[config.mk]
export PLATFORM = sky130hd
export DESIGN_NAME = pipeline_top
export DESIGN_NICKNAME = d
export VERILOG_FILES = /design/src/logic/pipe_pkg.sv /design/src/logic/gprs.sv /design/src/logic/pipe_register.sv /design/src/logic/decode_stage.sv /design/src/logic/execute_stage.sv /design/src/logic/memory_stage.sv /design/src/logic/pipeline_top.sv
export SDC_FILE = /design/constraint.sdc
export NUM_CORES = 1
export LEC_CHECK = 0
export ABC_AREA = 1
export ABC_CLOCK_PERIOD_IN_PS = 9050
export BUFFER_PORTS_ARGS = -buffer_cell sky130_fd_sc_hd__buf_2
export CELL_PAD_IN_SITES_DETAIL_PLACEMENT = 1
export CELL_PAD_IN_SITES_GLOBAL_PLACEMENT = 2
export CORE_UTILIZATION = 38
export CTS_CLUSTER_DIAMETER = 120
export DETAILED_ROUTE_END_ITERATION = 8
export HOLD_SLACK_MARGIN = 0.08
export PLACE_DENSITY_LB_ADDON = 0.1
export SETUP_SLACK_MARGIN = 0.3
export SYNTH_ARGS = -nofsm -noshare
export SYNTH_HDL_FRONTEND = slang
export SYNTH_HIERARCHICAL = 1
export SYNTH_SLANG_ARGS = --single-unit
[constraint.sdc]
create_clock -name g_clk -period 9.05 [get_ports g_clk]
set_input_delay 1.3575 -clock g_clk [delete_from_list [all_inputs] [get_ports g_clk]]
set_output_delay 1.3575 -clock g_clk [all_outputs]
set_load 0.01 [all_outputs]
[src/logic/pipe_pkg.sv]
// Pipeline shared definitions
// Instruction format, opcodes and the payloads passed between stages.
// The payload structs are sized by XLEN_DEFAULT, so a module XLEN
// parameter has to stay equal to XLEN_DEFAULT.
`default_nettype none

package pipe_pkg;

    localparam int NUM_REGS     = 8;    // Register file depth
    localparam int XLEN_DEFAULT = 32;   // Data path width

    typedef logic [2:0] reg_addr_t;     // Register index

    typedef enum logic [2:0] {
        OP_ADD  = 3'd0,
        OP_SUB  = 3'd1,
        OP_AND  = 3'd2,
        OP_XOR  = 3'd3,
        OP_ADDI = 3'd4,
        OP_LOAD = 3'd5
    } op_t;                             // Codes 6 and 7 run as ADD

    // --------------------
    // 16-bit instruction word, rs2 shares bits [6:4] with imm
    typedef struct packed {
        op_t        op;                 // [15:13]
        reg_addr_t  rd;                 // [12:10]
        reg_addr_t  rs1;                // [9:7]
        logic [6:0] imm;                // [6:0] signed immediate
    } instr_t;

    // --------------------
    typedef struct packed {
        op_t                     op;
        reg_addr_t               rd;
        logic [XLEN_DEFAULT-1:0] opr_a;  // Forwarded rs1
        logic [XLEN_DEFAULT-1:0] opr_b;  // Forwarded rs2 or immediate
        instr_t                  instr;  // For trace
    } decoded_t;

    typedef struct packed {
        reg_addr_t               rd;
        logic                    is_load;
        logic [XLEN_DEFAULT-1:0] result;  // ALU value or load address
        instr_t                  instr;
    } executed_t;

endpackage

`default_nettype wire

[src/logic/gprs.sv]
// General purpose register file
// Eight entries, two asynchronous read ports, one synchronous write port.
// r0 ignores writes and always reads zero.
`default_nettype none

module gprs #(
    parameter int XLEN = pipe_pkg::XLEN_DEFAULT
) (
    input  wire logic                g_clk,
    input  wire logic                reset,
    input  wire pipe_pkg::reg_addr_t rs1_addr,
    output logic [XLEN-1:0]          rs1_data,
    input  wire pipe_pkg::reg_addr_t rs2_addr,
    output logic [XLEN-1:0]          rs2_data,
    input  wire logic                rd_wen,
    input  wire pipe_pkg::reg_addr_t rd_addr,
    input  wire logic [XLEN-1:0]     rd_wdata
);

    logic [XLEN-1:0] regs [pipe_pkg::NUM_REGS];

    always_ff @(posedge g_clk) begin
        if (reset) begin
            for (int i = 0; i < pipe_pkg::NUM_REGS; i++) begin
                regs[i] <= '0;
            end
        end else if (rd_wen && rd_addr != '0) begin  // Drop r0 writes
            regs[rd_addr] <= rd_wdata;
        end
    end

    // No bypass here, decode forwards the writeback value
    assign rs1_data = (rs1_addr == '0) ? '0 : regs[rs1_addr];
    assign rs2_data = (rs2_addr == '0) ? '0 : regs[rs2_addr];

endmodule

`default_nettype wire

[src/logic/pipe_register.sv]
// Stage register
// Holds one payload and its valid bit between two pipeline stages and
// follows the valid/busy flow control of the pipeline.
`default_nettype none

module pipe_register #(
    parameter type payload_t = logic
) (
    input  wire logic      g_clk,
    input  wire logic      reset,
    input  wire logic      in_valid,
    output logic           in_busy,
    input  wire payload_t  in_data,
    output logic           out_valid,
    input  wire logic      out_busy,
    output payload_t       out_data
);

    logic load;                       // Slot empty or draining

    assign load    = !out_valid || !out_busy;
    assign in_busy = out_valid && out_busy;  // Full and stuck

    always_ff @(posedge g_clk) begin
        if (reset) begin
            out_valid <= 1'b0;
            out_data  <= '0;
        end else if (load) begin
            out_valid <= in_valid;    // Bubble when nothing offered
            out_data  <= in_data;
        end
    end

endmodule

`default_nettype wire

[src/logic/decode_stage.sv]
// Decode stage
// Splits the instruction word, reads and forwards the source operands,
// stalls on load-use hazards and builds the payload for execute.
`default_nettype none

module decode_stage #(
    parameter int XLEN = pipe_pkg::XLEN_DEFAULT
) (
    input  wire logic                instr_valid,
    input  wire pipe_pkg::instr_t    instr_data,
    output logic                     instr_busy,
    output pipe_pkg::reg_addr_t      rs1_addr,
    output pipe_pkg::reg_addr_t      rs2_addr,
    input  wire logic [XLEN-1:0]     rs1_rdata,
    input  wire logic [XLEN-1:0]     rs2_rdata,
    input  wire logic                ex_valid,
    input  wire pipe_pkg::reg_addr_t ex_rd,
    input  wire logic                ex_is_load,
    input  wire logic [XLEN-1:0]     ex_result,
    input  wire logic                wb_valid,
    input  wire pipe_pkg::reg_addr_t wb_rd,
    input  wire logic [XLEN-1:0]     wb_wdata,
    input  wire logic                mem_pending,
    input  wire pipe_pkg::reg_addr_t mem_pending_rd,
    output logic                     s2_valid,
    input  wire logic                s2_busy,
    output pipe_pkg::decoded_t       s2_data
);

    logic            use_imm;         // ADDI and LOAD take imm as opr_b
    logic            rs1_nz;
    logic            rs2_nz;
    logic            rs2_used;
    logic            hzd_rs1_ex;
    logic            hzd_rs1_wb;
    logic            hzd_rs2_ex;
    logic            hzd_rs2_wb;
    logic            bubble;
    logic [XLEN-1:0] imm_sext;
    logic [XLEN-1:0] fwd_rs1;
    logic [XLEN-1:0] fwd_rs2;

    // --------------------
    // Field extraction
    assign rs1_addr = instr_data.rs1;
    assign rs2_addr = instr_data.imm[6:4];
    assign imm_sext = {{(XLEN-7){instr_data.imm[6]}}, instr_data.imm};
    assign use_imm  = instr_data.op == pipe_pkg::OP_ADDI ||
                      instr_data.op == pipe_pkg::OP_LOAD;
    assign rs2_used = !use_imm;       // All register-register forms

    // --------------------
    // Hazards against younger stages
    assign rs1_nz     = rs1_addr != '0;
    assign rs2_nz     = rs2_addr != '0;
    assign hzd_rs1_ex = rs1_nz && ex_valid && rs1_addr == ex_rd;
    assign hzd_rs1_wb = rs1_nz && wb_valid && rs1_addr == wb_rd;
    assign hzd_rs2_ex = rs2_nz && ex_valid && rs2_addr == ex_rd;
    assign hzd_rs2_wb = rs2_nz && wb_valid && rs2_addr == wb_rd;

    // Load data not ready yet, hold the instruction in decode
    assign bubble =
        (ex_is_load && (hzd_rs1_ex || (rs2_used && hzd_rs2_ex))) ||
        (mem_pending && rs1_nz && rs1_addr == mem_pending_rd) ||
        (mem_pending && rs2_used && rs2_nz && rs2_addr == mem_pending_rd);

    // Youngest producer wins
    assign fwd_rs1 = (hzd_rs1_ex && !ex_is_load) ? ex_result :
                     hzd_rs1_wb                  ? wb_wdata  :
                                                   rs1_rdata;
    assign fwd_rs2 = (hzd_rs2_ex && !ex_is_load) ? ex_result :
                     hzd_rs2_wb                  ? wb_wdata  :
                                                   rs2_rdata;

    // --------------------
    assign s2_valid   = instr_valid && !bubble;
    assign instr_busy = bubble || s2_busy;

    always_comb begin
        s2_data.op    = instr_data.op;
        s2_data.rd    = instr_data.rd;
        s2_data.opr_a = fwd_rs1;
        s2_data.opr_b = use_imm ? imm_sext : fwd_rs2;
        s2_data.instr = instr_data;   // Carried for trace
    end

endmodule

`default_nettype wire

[src/logic/execute_stage.sv]
// Execute stage
// Simple ALU and load address generation. The result is also offered
// back to decode as the youngest forwarding source.
`default_nettype none

module execute_stage #(
    parameter int XLEN = pipe_pkg::XLEN_DEFAULT
) (
    input  wire logic                s2_valid,
    input  wire pipe_pkg::decoded_t  s2_data,
    output pipe_pkg::executed_t      s3_data,
    output logic                     ex_valid,
    output pipe_pkg::reg_addr_t      ex_rd,
    output logic                     ex_is_load,
    output logic [XLEN-1:0]          ex_result
);

    logic [XLEN-1:0] alu_result;

    // LOAD adds opr_a and imm like ADDI
    always_comb begin
        case (s2_data.op)
            pipe_pkg::OP_SUB: alu_result = s2_data.opr_a - s2_data.opr_b;
            pipe_pkg::OP_AND: alu_result = s2_data.opr_a & s2_data.opr_b;
            pipe_pkg::OP_XOR: alu_result = s2_data.opr_a ^ s2_data.opr_b;
            default:          alu_result = s2_data.opr_a + s2_data.opr_b;
        endcase
    end

    // --------------------
    // Forwarding view
    assign ex_valid   = s2_valid;
    assign ex_rd      = s2_data.rd;
    assign ex_is_load = s2_data.op == pipe_pkg::OP_LOAD;  // Value not known yet
    assign ex_result  = alu_result;

    always_comb begin
        s3_data.rd      = s2_data.rd;
        s3_data.is_load = ex_is_load;
        s3_data.result  = alu_result;
        s3_data.instr   = s2_data.instr;
    end

endmodule

`default_nettype wire

[src/logic/memory_stage.sv]
// Memory and writeback stage
// Issues one data memory read per load and waits for its response, then
// retires every instruction onto the GPR write port and the trace port.
`default_nettype none

module memory_stage #(
    parameter int XLEN = pipe_pkg::XLEN_DEFAULT
) (
    input  wire logic                 g_clk,
    input  wire logic                 reset,
    input  wire logic                 s3_valid,
    output logic                      s3_busy,
    input  wire pipe_pkg::executed_t  s3_data,
    input  wire pipe_pkg::instr_t     s3_instr,
    output logic                      dmem_req,
    output logic [XLEN-1:0]           dmem_addr,
    input  wire logic                 dmem_recv,
    input  wire logic [XLEN-1:0]      dmem_rdata,
    output logic                      mem_pending,
    output pipe_pkg::reg_addr_t       mem_pending_rd,
    output logic                      wb_valid,
    output pipe_pkg::reg_addr_t       wb_rd,
    output logic [XLEN-1:0]           wb_wdata,
    output logic                      trs_valid,
    output pipe_pkg::reg_addr_t       trs_rd,
    output logic [XLEN-1:0]           trs_wdata,
    output pipe_pkg::instr_t          trs_instr
);

    logic issued;                     // Request out for current load
    logic is_load;
    logic load_done;
    logic retire;

    assign is_load   = s3_valid && s3_data.is_load;
    assign load_done = issued && dmem_recv;

    // --------------------
    // Data memory request
    assign dmem_req  = is_load && !issued;  // Single pulse per load
    assign dmem_addr = s3_data.result;

    always_ff @(posedge g_clk) begin
        if (reset) begin
            issued <= 1'b0;
        end else if (load_done) begin
            issued <= 1'b0;           // Ready for the next load
        end else if (dmem_req) begin
            issued <= 1'b1;
        end
    end

    // Hold the stage until the read data comes back
    assign s3_busy        = is_load && !load_done;
    assign mem_pending    = s3_busy;
    assign mem_pending_rd = s3_data.rd;

    // --------------------
    // Retire, writeback and trace share one event
    assign retire    = s3_valid && (!s3_data.is_load || load_done);
    assign wb_valid  = retire;
    assign wb_rd     = s3_data.rd;
    assign wb_wdata  = s3_data.is_load ? dmem_rdata : s3_data.result;

    assign trs_valid = retire;
    assign trs_rd    = s3_data.rd;
    assign trs_wdata = wb_wdata;
    assign trs_instr = s3_instr;

endmodule

`default_nettype wire

[src/logic/pipeline_top.sv]
// Integer pipeline top level
// Decode, execute and memory/writeback joined by two stage registers,
// with the register file read in decode and written at retire.
`default_nettype none

module pipeline_top #(
    parameter int XLEN = pipe_pkg::XLEN_DEFAULT
) (
    input  wire logic              g_clk,
    input  wire logic              reset,
    input  wire logic              instr_valid,
    input  wire pipe_pkg::instr_t  instr_data,
    output logic                   instr_busy,
    output logic                   dmem_req,
    output logic [XLEN-1:0]        dmem_addr,
    input  wire logic              dmem_recv,
    input  wire logic [XLEN-1:0]   dmem_rdata,
    output logic                   trs_valid,
    output pipe_pkg::reg_addr_t    trs_rd,
    output logic [XLEN-1:0]        trs_wdata,
    output pipe_pkg::instr_t       trs_instr
);

    pipe_pkg::reg_addr_t  rs1_addr;
    pipe_pkg::reg_addr_t  rs2_addr;
    logic [XLEN-1:0]      rs1_rdata;
    logic [XLEN-1:0]      rs2_rdata;
    logic                 d_valid;         // Decode into first register
    logic                 d_busy;
    pipe_pkg::decoded_t   d_data;
    logic                 s2_valid;        // Execute stage
    logic                 s2_busy;
    pipe_pkg::decoded_t   s2_data;
    pipe_pkg::executed_t  x_data;          // Execute into second register
    logic                 s3_valid;        // Memory stage
    logic                 s3_busy;
    pipe_pkg::executed_t  s3_data;
    logic                 ex_valid;
    pipe_pkg::reg_addr_t  ex_rd;
    logic                 ex_is_load;
    logic [XLEN-1:0]      ex_result;
    logic                 wb_valid;        // Also the GPR write port
    pipe_pkg::reg_addr_t  wb_rd;
    logic [XLEN-1:0]      wb_wdata;
    logic                 mem_pending;
    pipe_pkg::reg_addr_t  mem_pending_rd;

    // --------------------
    gprs #(.XLEN(XLEN)) i_gprs (
        .g_clk    (g_clk),
        .reset    (reset),
        .rs1_addr (rs1_addr),
        .rs1_data (rs1_rdata),
        .rs2_addr (rs2_addr),
        .rs2_data (rs2_rdata),
        .rd_wen   (wb_valid),
        .rd_addr  (wb_rd),
        .rd_wdata (wb_wdata)
    );

    decode_stage #(.XLEN(XLEN)) i_s1_decode (
        .s2_valid (d_valid),
        .s2_busy  (d_busy),
        .s2_data  (d_data),
        .*
    );

    pipe_register #(.payload_t(pipe_pkg::decoded_t)) i_s2_register (
        .g_clk     (g_clk),
        .reset     (reset),
        .in_valid  (d_valid),
        .in_busy   (d_busy),
        .in_data   (d_data),
        .out_valid (s2_valid),
        .out_busy  (s2_busy),
        .out_data  (s2_data)
    );

    execute_stage #(.XLEN(XLEN)) i_s2_execute (
        .s3_data (x_data),
        .*
    );

    pipe_register #(.payload_t(pipe_pkg::executed_t)) i_s3_register (
        .g_clk     (g_clk),
        .reset     (reset),
        .in_valid  (s2_valid),
        .in_busy   (s2_busy),
        .in_data   (x_data),
        .out_valid (s3_valid),
        .out_busy  (s3_busy),
        .out_data  (s3_data)
    );

    memory_stage #(.XLEN(XLEN)) i_s3_memory (
        .s3_instr (s3_data.instr),
        .*
    );

endmodule

`default_nettype wire

==> results, run 1 <==
- The number of buffer and inverter instances along the worst setup path is 4.
- After detailed routing, the average wire length per cell comes to 20.13 µm.
- The number of hold-repair buffers added at the cts stage is 0.
- Of all nets on the critical path, the largest fanout is 173.
- The hold path depth is 2.
- For this run, design rule violations remaining after detail routing come to 0.
- At the pin with the least slew margin, the transition time is 1182 ps.
- The commonest non-fill, non-tap cell in the layout is sky130_fd_sc_hd__nand2_1.
- The library cell used as clock root buffer is sky130_fd_sc_hd__clkbuf_16.
- The number of port buffers is 137.
- The critical path start-end classification is flop to output port.
- In the final layout, the share of cells above drive strength 1 is 0.08725.
- The core box area is 76,330 µm².
- The I/O pin total is 138.
- After layout, the design draws a total of 0.005690 W.
- The first detailed-routing pass ran for 7 iterations.
- Excluding fillers, the count of instances in the completed layout stands at 5,409.
- Setup repair after global routing left no endpoint under its margin.
- The net count of the finished layout is approximately 4.5k.
- In this run the vertical extent of the chip is 280.7 µm.
- The path class of the lowest-slack min-delay path is flop to flop.
- For this run, the number of Yosys warnings is 6.
- The first global-routing pass estimated 167,500 µm of wire.
- The peak per-stage delay on the critical path is 520 ps.
- The number of cell instances on the worst register-to-register path is 26.
- The startpoint of the tightest hold check path is i_s2_register/out_data[4]$_SDFFE_PP0P_.
- The number of violations of the max-capacitance limit is 0.
- The post-synthesis async set-or-reset flop share is 0.
- For the final database, setup skew stands at ~45 ps.
- Among all flip-flop cells after synthesis, the most frequent one is sky130_fd_sc_hd__edfxtp_1.
- The placer's final routability congestion estimate is 0.8669.
- Counting I/O delays and the setup requirement, the final critical path takes 4911 ps.
- The number of standard cells after synthesis is 4,476.
- The remaining antenna violation count after routing is 0.
- The clock buffer count from CTS is 51.
- The total negative slack is 0 ps.
- The clock tree synthesis step divided the H-tree into 2 levels.
- The maximum clock frequency is 0.2036 GHz.
- The internal power of the cells is 0.003654 W.
- The maximum resistive drop on vdd is around 150 µV.
- The mapped netlist covers 29,510 µm².
- The cell with the biggest individual delay on the critical path is sky130_fd_sc_hd__buf_4.
- The clock drives just under 400 sinks.
- The count of instances resized after the clock tree is built is 0.
- A synthesized cell averages 6.592 µm².
- Row generation in the floorplan step produced 101 rows.
- The tightest slew margin relative to the limit is 0.2091.
- After detailed placement, the design holds a cell count of 5,315.
- The worst reg2reg path endpoint is i_s2_register/out_data[41]$_SDFFE_PP0P_.
- The starting DRC count in detailed routing is 1,922.
- The routed layout has approximately 28k vias.
- The number of global-route vias before repair is 27.88k.
- The register-to-register path setup slack is 4760 ps.
- In this run the static leakage power is 16.38 nW.
- The insertion delay to the later sink of the worst-skew pair is 620 ps.
- The CTS tree is built.
- The origin of the critical flop-to-flop path is i_s2_register/out_data[85]$_SDFFE_PP0P_.
- The final design utilization is 0.4084.
- The combinational share of power is 0.266.
- The kind of start point of the critical path is a flop.
- The pin count of the biggest net entering global routing is roughly 170.
- The cell area power density is around 180 nW/µm².
- The sequential share of power is 0.376.
- The overall routing resource usage is 0.2788.
- In the finished design, the share of the clock period the worst path needs comes to 0.5427.
- The top cell types in the final layout, fill and taps aside, are 1,428 x sky130_fd_sc_hd__nand2_1, 697 x sky130_fd_sc_hd__inv_1, 551 x sky130_fd_sc_hd__nor2_1.
- The maximum buffer depth of the clock tree is 3.
- In this run the power spent charging and discharging nets is 0.002037 W.
- The average vias per placed instance is approximately 5.
- The total wire length is around 110,000 µm.
- The kind of cell adding the most delay to the critical path is buffers and inverters.
- The finished cells cover 31,170 µm².
- The flow ran to the end, and the final reports show no timing, DRC or antenna violations.
- The endpoint class of the critical path is an output port.
- The critical path goes through buf_4 -> nand2_1 -> a21oi_1 -> nand2_4 -> inv_2 -> nand2_8 -> inv_1 -> nand3b_1 -> buf_2.
- In this run the post-CTS setup repair buffer count came out at 0.
- The end of the worst hold path is i_s2_register/out_data[4]$_SDFFE_PP0P_.
- The post-synthesis sequential area ratio is 0.3562.
- At the worst endpoint, the arrival time is 3550 ps.
- In this run the horizontal extent of the chip is 280.7 µm.
- Of the total power, the clock network draws 0.358.
- The clock-pin transition on the worst setup and hold timing paths is roughly 60 ps.
- Compared with the post-synthesis result, the final layout area differs by 5.639%.
- The startpoint of the worst setup timing path is i_s3_register/out_data[48]$_SDFFE_PP0P_.
- The estimated wirelength of the detail-placed design is 73,660 µm.
- Of the total power, the share spent switching nets is 0.3579.
- The final-report max-slew violation count is 0.
- The final number of setup-violating endpoints is 0.
- Once placement finished, the instance area stood at 29,490 µm².
- For this configuration, the core starts out at a cell density of 0.3866.
- The register bit total from synthesis is 397.
- Global routing finished with a remaining overflow of 0.
- The data required time of the worst path is 7690 ps.
- Counting distinct cell types in the post-synthesis netlist gives 47.
- In this run, synthesis inferred ~260 flip-flops with an integrated enable.
- The die covers 78,770 µm².
- The number of antenna violations at the first check in global routing is 0.
- The count of endpoints failing hold in the final timing report is 0.
[metrics by stage]
stage | setup slack, ps | hold WS (ps)
finish | 4139 | 481.1
global route | 3687 | 508.9
CTS | 3891 | 487.1
detailed placement | 4156 | 473.6
global placement | 4235 | 468.2
floorplan | 3927 | 455.1
[worst register-to-register path, delay by kind of cell (launching register included)]
family,cells,cell delay (ps)
buffers and inverters,7,990
AOI/OAI and AO/OA,1,350
DFF,1,360
and+or+nand+nor,16,1890
adders and majority gates,1,360
xor gates and xnor gates,1,210
[cells by family after synthesis]
family,share of synthesized area
xor gates and xnor gates,0.01098
other,0.0001271
adders and majority gates,0.02782
and+or+nand+nor,0.3667
buffers and inverters,0.1796
DFF,0.3562
AOI/OAI and AO/OA,0.05860
[sequential cells by signal, indices dropped and copies added, names as in the netlist]
signal                   count
i_s3_register/out_data      52
i_s3_register/out_valid      1
i_s3_memory/issued           1
i_s2_register/out_valid      1
i_gprs/regs                256
i_s2_register/out_data      86
[per-layer routing]
| metal | global-route usage | wire length (µm) | vias up |
|---|---|---|---|
| met1 | 0.3681 | 49670 | 13310 |
| met3 | 0.02635 | 4419 | 176 |
| met2 | 0.4766 | 51160 | 616 |
| met4 | 0.09037 | 3611 | 0 |
| met5 | 0 | 0 | - |
| li1 | - | - | 13430 |
[synth_stat cells (2+ instances only)]
cell	number	area, µm²
sky130_fd_sc_hd__o21bai_1	4	30.03
sky130_fd_sc_hd__nand2_2	6	37.54
sky130_fd_sc_hd__o21ai_1	8	40.04
sky130_fd_sc_hd__buf_2	144	720.7
sky130_fd_sc_hd__nor2_2	61	381.6
sky130_fd_sc_hd__buf_4	187	1404
sky130_fd_sc_hd__buf_8	6	90.09
sky130_fd_sc_hd__clkbuf_1	51	191.4
sky130_fd_sc_hd__nor3_4	3	48.80
sky130_fd_sc_hd__xnor2_1	14	122.6
sky130_fd_sc_hd__dfxtp_1	141	2823
sky130_fd_sc_hd__nand3_1	324	1622
sky130_fd_sc_hd__edfxtp_1	256	7687
sky130_fd_sc_hd__inv_1	700	2628
sky130_fd_sc_hd__nor3_1	70	350.3
sky130_fd_sc_hd__nand3b_1	44	330.3
sky130_fd_sc_hd__nand3_2	3	30.03
sky130_fd_sc_hd__buf_6	14	157.7
sky130_fd_sc_hd__ha_1	64	800.8
sky130_fd_sc_hd__a21o_1	2	15.01
sky130_fd_sc_hd__nor2_4	2	22.52
sky130_fd_sc_hd__buf_1	14	52.55
sky130_fd_sc_hd__xor2_1	23	201.4
sky130_fd_sc_hd__nor2_1	552	2072
sky130_fd_sc_hd__nand4_1	77	481.7
sky130_fd_sc_hd__o21a_1	2	15.01
sky130_fd_sc_hd__a22oi_1	31	232.7
sky130_fd_sc_hd__o211ai_1	113	848.3
sky130_fd_sc_hd__o21ai_2	2	17.52
sky130_fd_sc_hd__inv_2	15	56.30
sky130_fd_sc_hd__o21ai_0	57	285.3
sky130_fd_sc_hd__a21oi_1	38	190.2
sky130_fd_sc_hd__nand2_1	1434	5383
[power by group through the flow]
stage	logic (W)	clock network, W	registers (W)
detailed placement	0.00151	0	0.00218
floorplan	0.00112	0	0.00214
CTS	0.00152	0.00209	0.00214
finish	0.00151	0.00204	0.00214
global placement	0.00151	0	0.00218
global route	0.00169	0.00215	0.00215
[worst max-delay path by stage]
stage | to | slack, ps | cells past startpoint
after floorplan | i_gprs/regs[3][0]$_SDFFCE_PN0P_ | 3930 | 8
after global placement | instr_busy | 4240 | 8
after CTS | instr_busy | 3890 | 9
after global routing | instr_busy | 3690 | 9
final | instr_busy | 4140 | 9
after detailed placement | instr_busy | 4160 | 8
[cell type report]
| cell class | instances | area (µm²) |
|---|---|---|
| clock inverters | 28 | 265.3 |
| inverters | 715 | 2686 |
| multi-input cells | 2979 | 13880 |
| clock buffers | 65 | 1411 |
| fillers | 10060 | 45160 |
| repair buffers | 194 | 1125 |
| well taps | 1030 | 1289 |
| flip-flops and latches | 397 | 10510 |
| diodes | 1 | 2.502 |
(Power assumes the default switching activity.)
==> inputs of run 2 (changes only) <==
Settings changed: ABC_CLOCK_PERIOD_IN_PS 9050 to 5090, CORE_UTILIZATION 38 to 35.
Clock period 9.05 ns to 5.09 ns, I/O delays scaled along.
==> run 2 against run 1 <==
Effect of this change: clock power grew 91%; final cell count grew 1.1%; sequential share of layout area shrank 0.41 points; flip-flop and latch count is the same; largest cell class unchanged; largest power group is now the clock network.
==> results, run 2 (synthesized netlist as in run 1, its figures left out) <==
- The count of unresolved DRC violations after routing came to 0 (unchanged).
- The worst register-to-register path ends at i_s2_register/out_data[34]$_SDFFE_PP0P_.
- The total congestion overflow is 0 (unchanged).
- The tightest slew margin relative to the limit came to 0.1100 (-0.09919).
- The count of instances resized after the clock tree is built was 0 (unchanged).
- The total negative slack is 0 ps (unchanged).
- The largest fanout on the critical path is 5 (-97%).
- The data required time of the worst path is 5550 ps (-2140 ps).
- The count of endpoints failing hold in the final timing report came to 0 (unchanged).
- The insertion delay to the later sink of the worst-skew pair came to 640 ps (+20 ps).
- The starting DRC count in detailed routing is 1,357 (-29%).
- The total wire length is 112,100 µm (+3.0%).
- The transition at the pin with the smallest max-transition slack came to 1321 ps (+139.0 ps).
- The flow ran to the end, and the final reports show no timing, DRC or antenna violations.
- The number of cell instances on the worst register-to-register path is 26 (unchanged).
- The peak per-stage delay on the critical path is 510 ps (about the same).
- The overall routing resource usage is 0.2616 (-0.01716).
- The I/O pin total was 138 (unchanged).
- The estimated wirelength of the detail-placed design came to 75,670 µm (+2.7%).
- In this run the most used layer during global routing was met2.
- The count of filler cells inserted in the layout came to 10.82k (+7.5%).
- The kind of start point of the critical path is a flop.
- The worst setup path is of the flop to flop kind.
- The maximum resistive drop on vdd is 237.9 µV (+59%).
- The logic depth of the worst path, buffers included is 26 (+17).
- The average vias per placed instance was 4.995 (-1.8%).
- In the final layout, the registers with the most flip-flops are i_gprs/regs: 256 flops, i_s2_register/out_data: 86 flops, i_s3_register/out_data: 52 flops.
- The fraction of final layout cells with drive strength greater than 1 is 0.08954 (+0.002288).
- The number of hold-repair buffers added at the cts stage is 0 (unchanged).
- The number of nets in the layout is 4,466 (+0.25%).
- The number of global-route vias before repair is 27.65k (-0.81%).
- The post-detailed-route wirelength per cell was 20.49 µm (+1.8%).
- The width of the die is 292.4 µm (+4.2%).
- In this run the worst hold path is classified as input pin to flop.
- The startpoint identified for the worst register-to-register timing path is i_s2_register/out_data[16]$_SDFFE_PP0P_.
- The kind of cell adding the most delay to the critical path is simple AND/OR/NAND/NOR gates.
- The number of flip-flops in the largest register is 256 (unchanged).
- The number of violations of the max-capacitance limit is 0 (unchanged).
- The core box area is 83,560 µm² (+9.5%).
- The total vias in the final route was 27.33k (-0.73%).
- The first-pass GRT wire length is 170,800 µm (+1.9%).
- Setup repair after global routing left no endpoint under its margin.
- The clock-pin transition on the worst setup and hold timing paths is 60 ps (about the same).
- The met2 track demand over resource came to 0.4505 (-0.02612).
- The placer's final routability congestion estimate is 0.8216 (-5.2%).
- The critical path data arrival time was 4750 ps (+1200 ps).
- The maximum clock frequency is 0.2328 GHz.
- The largest register by flop count is i_gprs/regs.
- The total setup buffers inserted after CTS is 0 (unchanged).
- The final-report max-slew violation count is 0 (unchanged).
- Dividing the final minimum period by the clock period gives 0.8439.
- The cell with the biggest individual delay on the critical path is sky130_fd_sc_hd__nor3_1.
- The number of port buffers is 137 (unchanged).
- The worst hold margin is 426.8 ps (-54.25 ps).
- The endpoint class of the critical path is a flop.
- The pin count of the biggest net entering global routing is 140 (-20%).
- From synthesis to final layout, the design area changed by 6.937%.
- The number of antenna violations at the first check in global routing is 2 (+2).
- The maximum level of the CTS H-tree is 2 (unchanged).
- The clock sink count is 397 (unchanged).
- In the layout the commonest cells are 1,428 x sky130_fd_sc_hd__nand2_1, 697 x sky130_fd_sc_hd__inv_1, 551 x sky130_fd_sc_hd__nor2_1.
- The final number of setup-violating endpoints is 0 (unchanged).
- The met1 global-route usage is 0.3547 (-0.01339).
- The remaining antenna violation count after routing is 0 (unchanged).
- In this run the worst setup path terminates at i_s2_register/out_data[34]$_SDFFE_PP0P_.
- The placement row count is 106 (+5.0%).
- Tracing the worst setup path back leads to its startpoint at i_s2_register/out_data[16]$_SDFFE_PP0P_.
- The global routing usage on met3 is 0.02405 (-0.002300).
- The cell area power density was 329.3 nW/µm² (+80%).
- The clock buffer count from CTS is 52 (+2.0%).
- TritonCTS built the clock tree.
- The register-to-register path setup slack is 790 ps (-3970 ps).
- Leaving out fill and tap cells, the most frequent cell in the layout is sky130_fd_sc_hd__nand2_1.
- The cell sitting at the root of the clock tree is a sky130_fd_sc_hd__clkbuf_16.
- The cell that appears most often on the critical path is sky130_fd_sc_hd__nand2_1.
- The worst path in the final design needs a cycle of 4296 ps, including I/O delays and setup.
- The maximum buffer depth of the clock tree is 3 (unchanged).
- The overall die height is 292.4 µm (+4.2%).
- The starting utilization of the core area is 0.3531 (-0.03344).
- The number of buffer and inverter instances along the worst setup path is 4 (unchanged).
- The first-pass detailed-route iteration total was 5 (-2).
- The area of the die is 85,470 µm² (+8.5%).
- The setup skew after layout is 70.29 ps (+24.84 ps).
- The static power due to leakage is 16.52 nW (+0.85%).
==> run 2: cell types whose count changed in the layout (fill, tap and decap cells not counted), moves of 2 or more <==
cell                        delta
sky130_fd_sc_hd__clkbuf_8      -2
sky130_fd_sc_hd__buf_12       +10
sky130_fd_sc_hd__clkinv_1      -2
sky130_fd_sc_hd__clkbuf_1      +2
sky130_fd_sc_hd__bufinv_16     +4
sky130_fd_sc_hd__clkbuf_16     +2
sky130_fd_sc_hd__clkinv_2      -2
==> run 2: cell type report <==
cell class,count,area (µm²),share of cell area
Multi-Input combinational cell,2979,13880,0.4397
Sequential cell,397,10510,0.3331
Inverter,715,2686,0.08513
Clock buffer,67,1441,0.04568
Tap cell,1080,1351,0.04282
Timing Repair Buffer,204,1328,0.04207
Clock inverter,27,357.8,0.01134
Antenna cell,1,2.502,0.00007931
==> run 2: report_power, final <==
group          internal, W  total [W]  switching [W]
clock network      0.00235    0.00390        0.00154
registers          0.00362    0.00382       0.000192
logic             0.000764    0.00268        0.00192
==> run 2: stage by stage <==
| stage | power, W | cells | instance area (µm²) | setup WS [ps] | util |
|---|---|---|---|---|---|
| detailed placement | 0.006582 | 5375 | 29750 | 947.6 | 0.3561 |
| floorplan | 0.005786 | 4507 | 29620 | 561.4 | - |
| CTS | 0.01053 | 5469 | 31550 | 854.1 | 0.3776 |
| global route | 0.01095 | 5469 | 31550 | 398.8 | 0.3776 |
| finish | 0.01039 | 5470 | 31550 | 794.4 | 0.3776 |
| global placement | 0.006566 | 5375 | 29750 | 913.7 | 0.3561 |
==> run 2: worst min path at each step <==
stage / start / to / slack [ps] / depth (start not counted)
floorplan: i_s2_register/out_data[12]$_SDFFE_PP0P_ / i_s2_register/out_data[12]$_SDFFE_PP0P_ / 460 / 2
global placement: i_s3_register/out_data[9]$_SDFFE_PP0P_ / i_s3_register/out_data[9]$_SDFFE_PP0P_ / 470 / 2
detailed placement: i_s2_register/out_data[11]$_SDFFE_PP0P_ / i_s2_register/out_data[11]$_SDFFE_PP0P_ / 480 / 2
CTS: dmem_recv / i_s3_memory/issued$_SDFFE_PP0P_ / 380 / 4
global route: dmem_recv / i_s3_memory/issued$_SDFFE_PP0P_ / 460 / 4
finish: dmem_recv / i_s3_memory/issued$_SDFFE_PP0P_ / 430 / 4
==> run 2: per-layer routing <==
layer  vias up  routed length, µm
li1      13460                  -
met1     13300              52980
met2       459              52940
met3       105               3861
met4         2               2276
met5         -                 13
==> run 2: worst register-to-register path: cells and delay by family (launching register included) <==
kind	cells	cell delay [ps]
XOR/XNOR	1	180
adder cells (fa/ha/maj)	2	570
flip-flops	1	340
AO/OA/AOI/OAI	1	110
AND/OR/NAND/NOR	18	2660
buffers and inverters	4	300
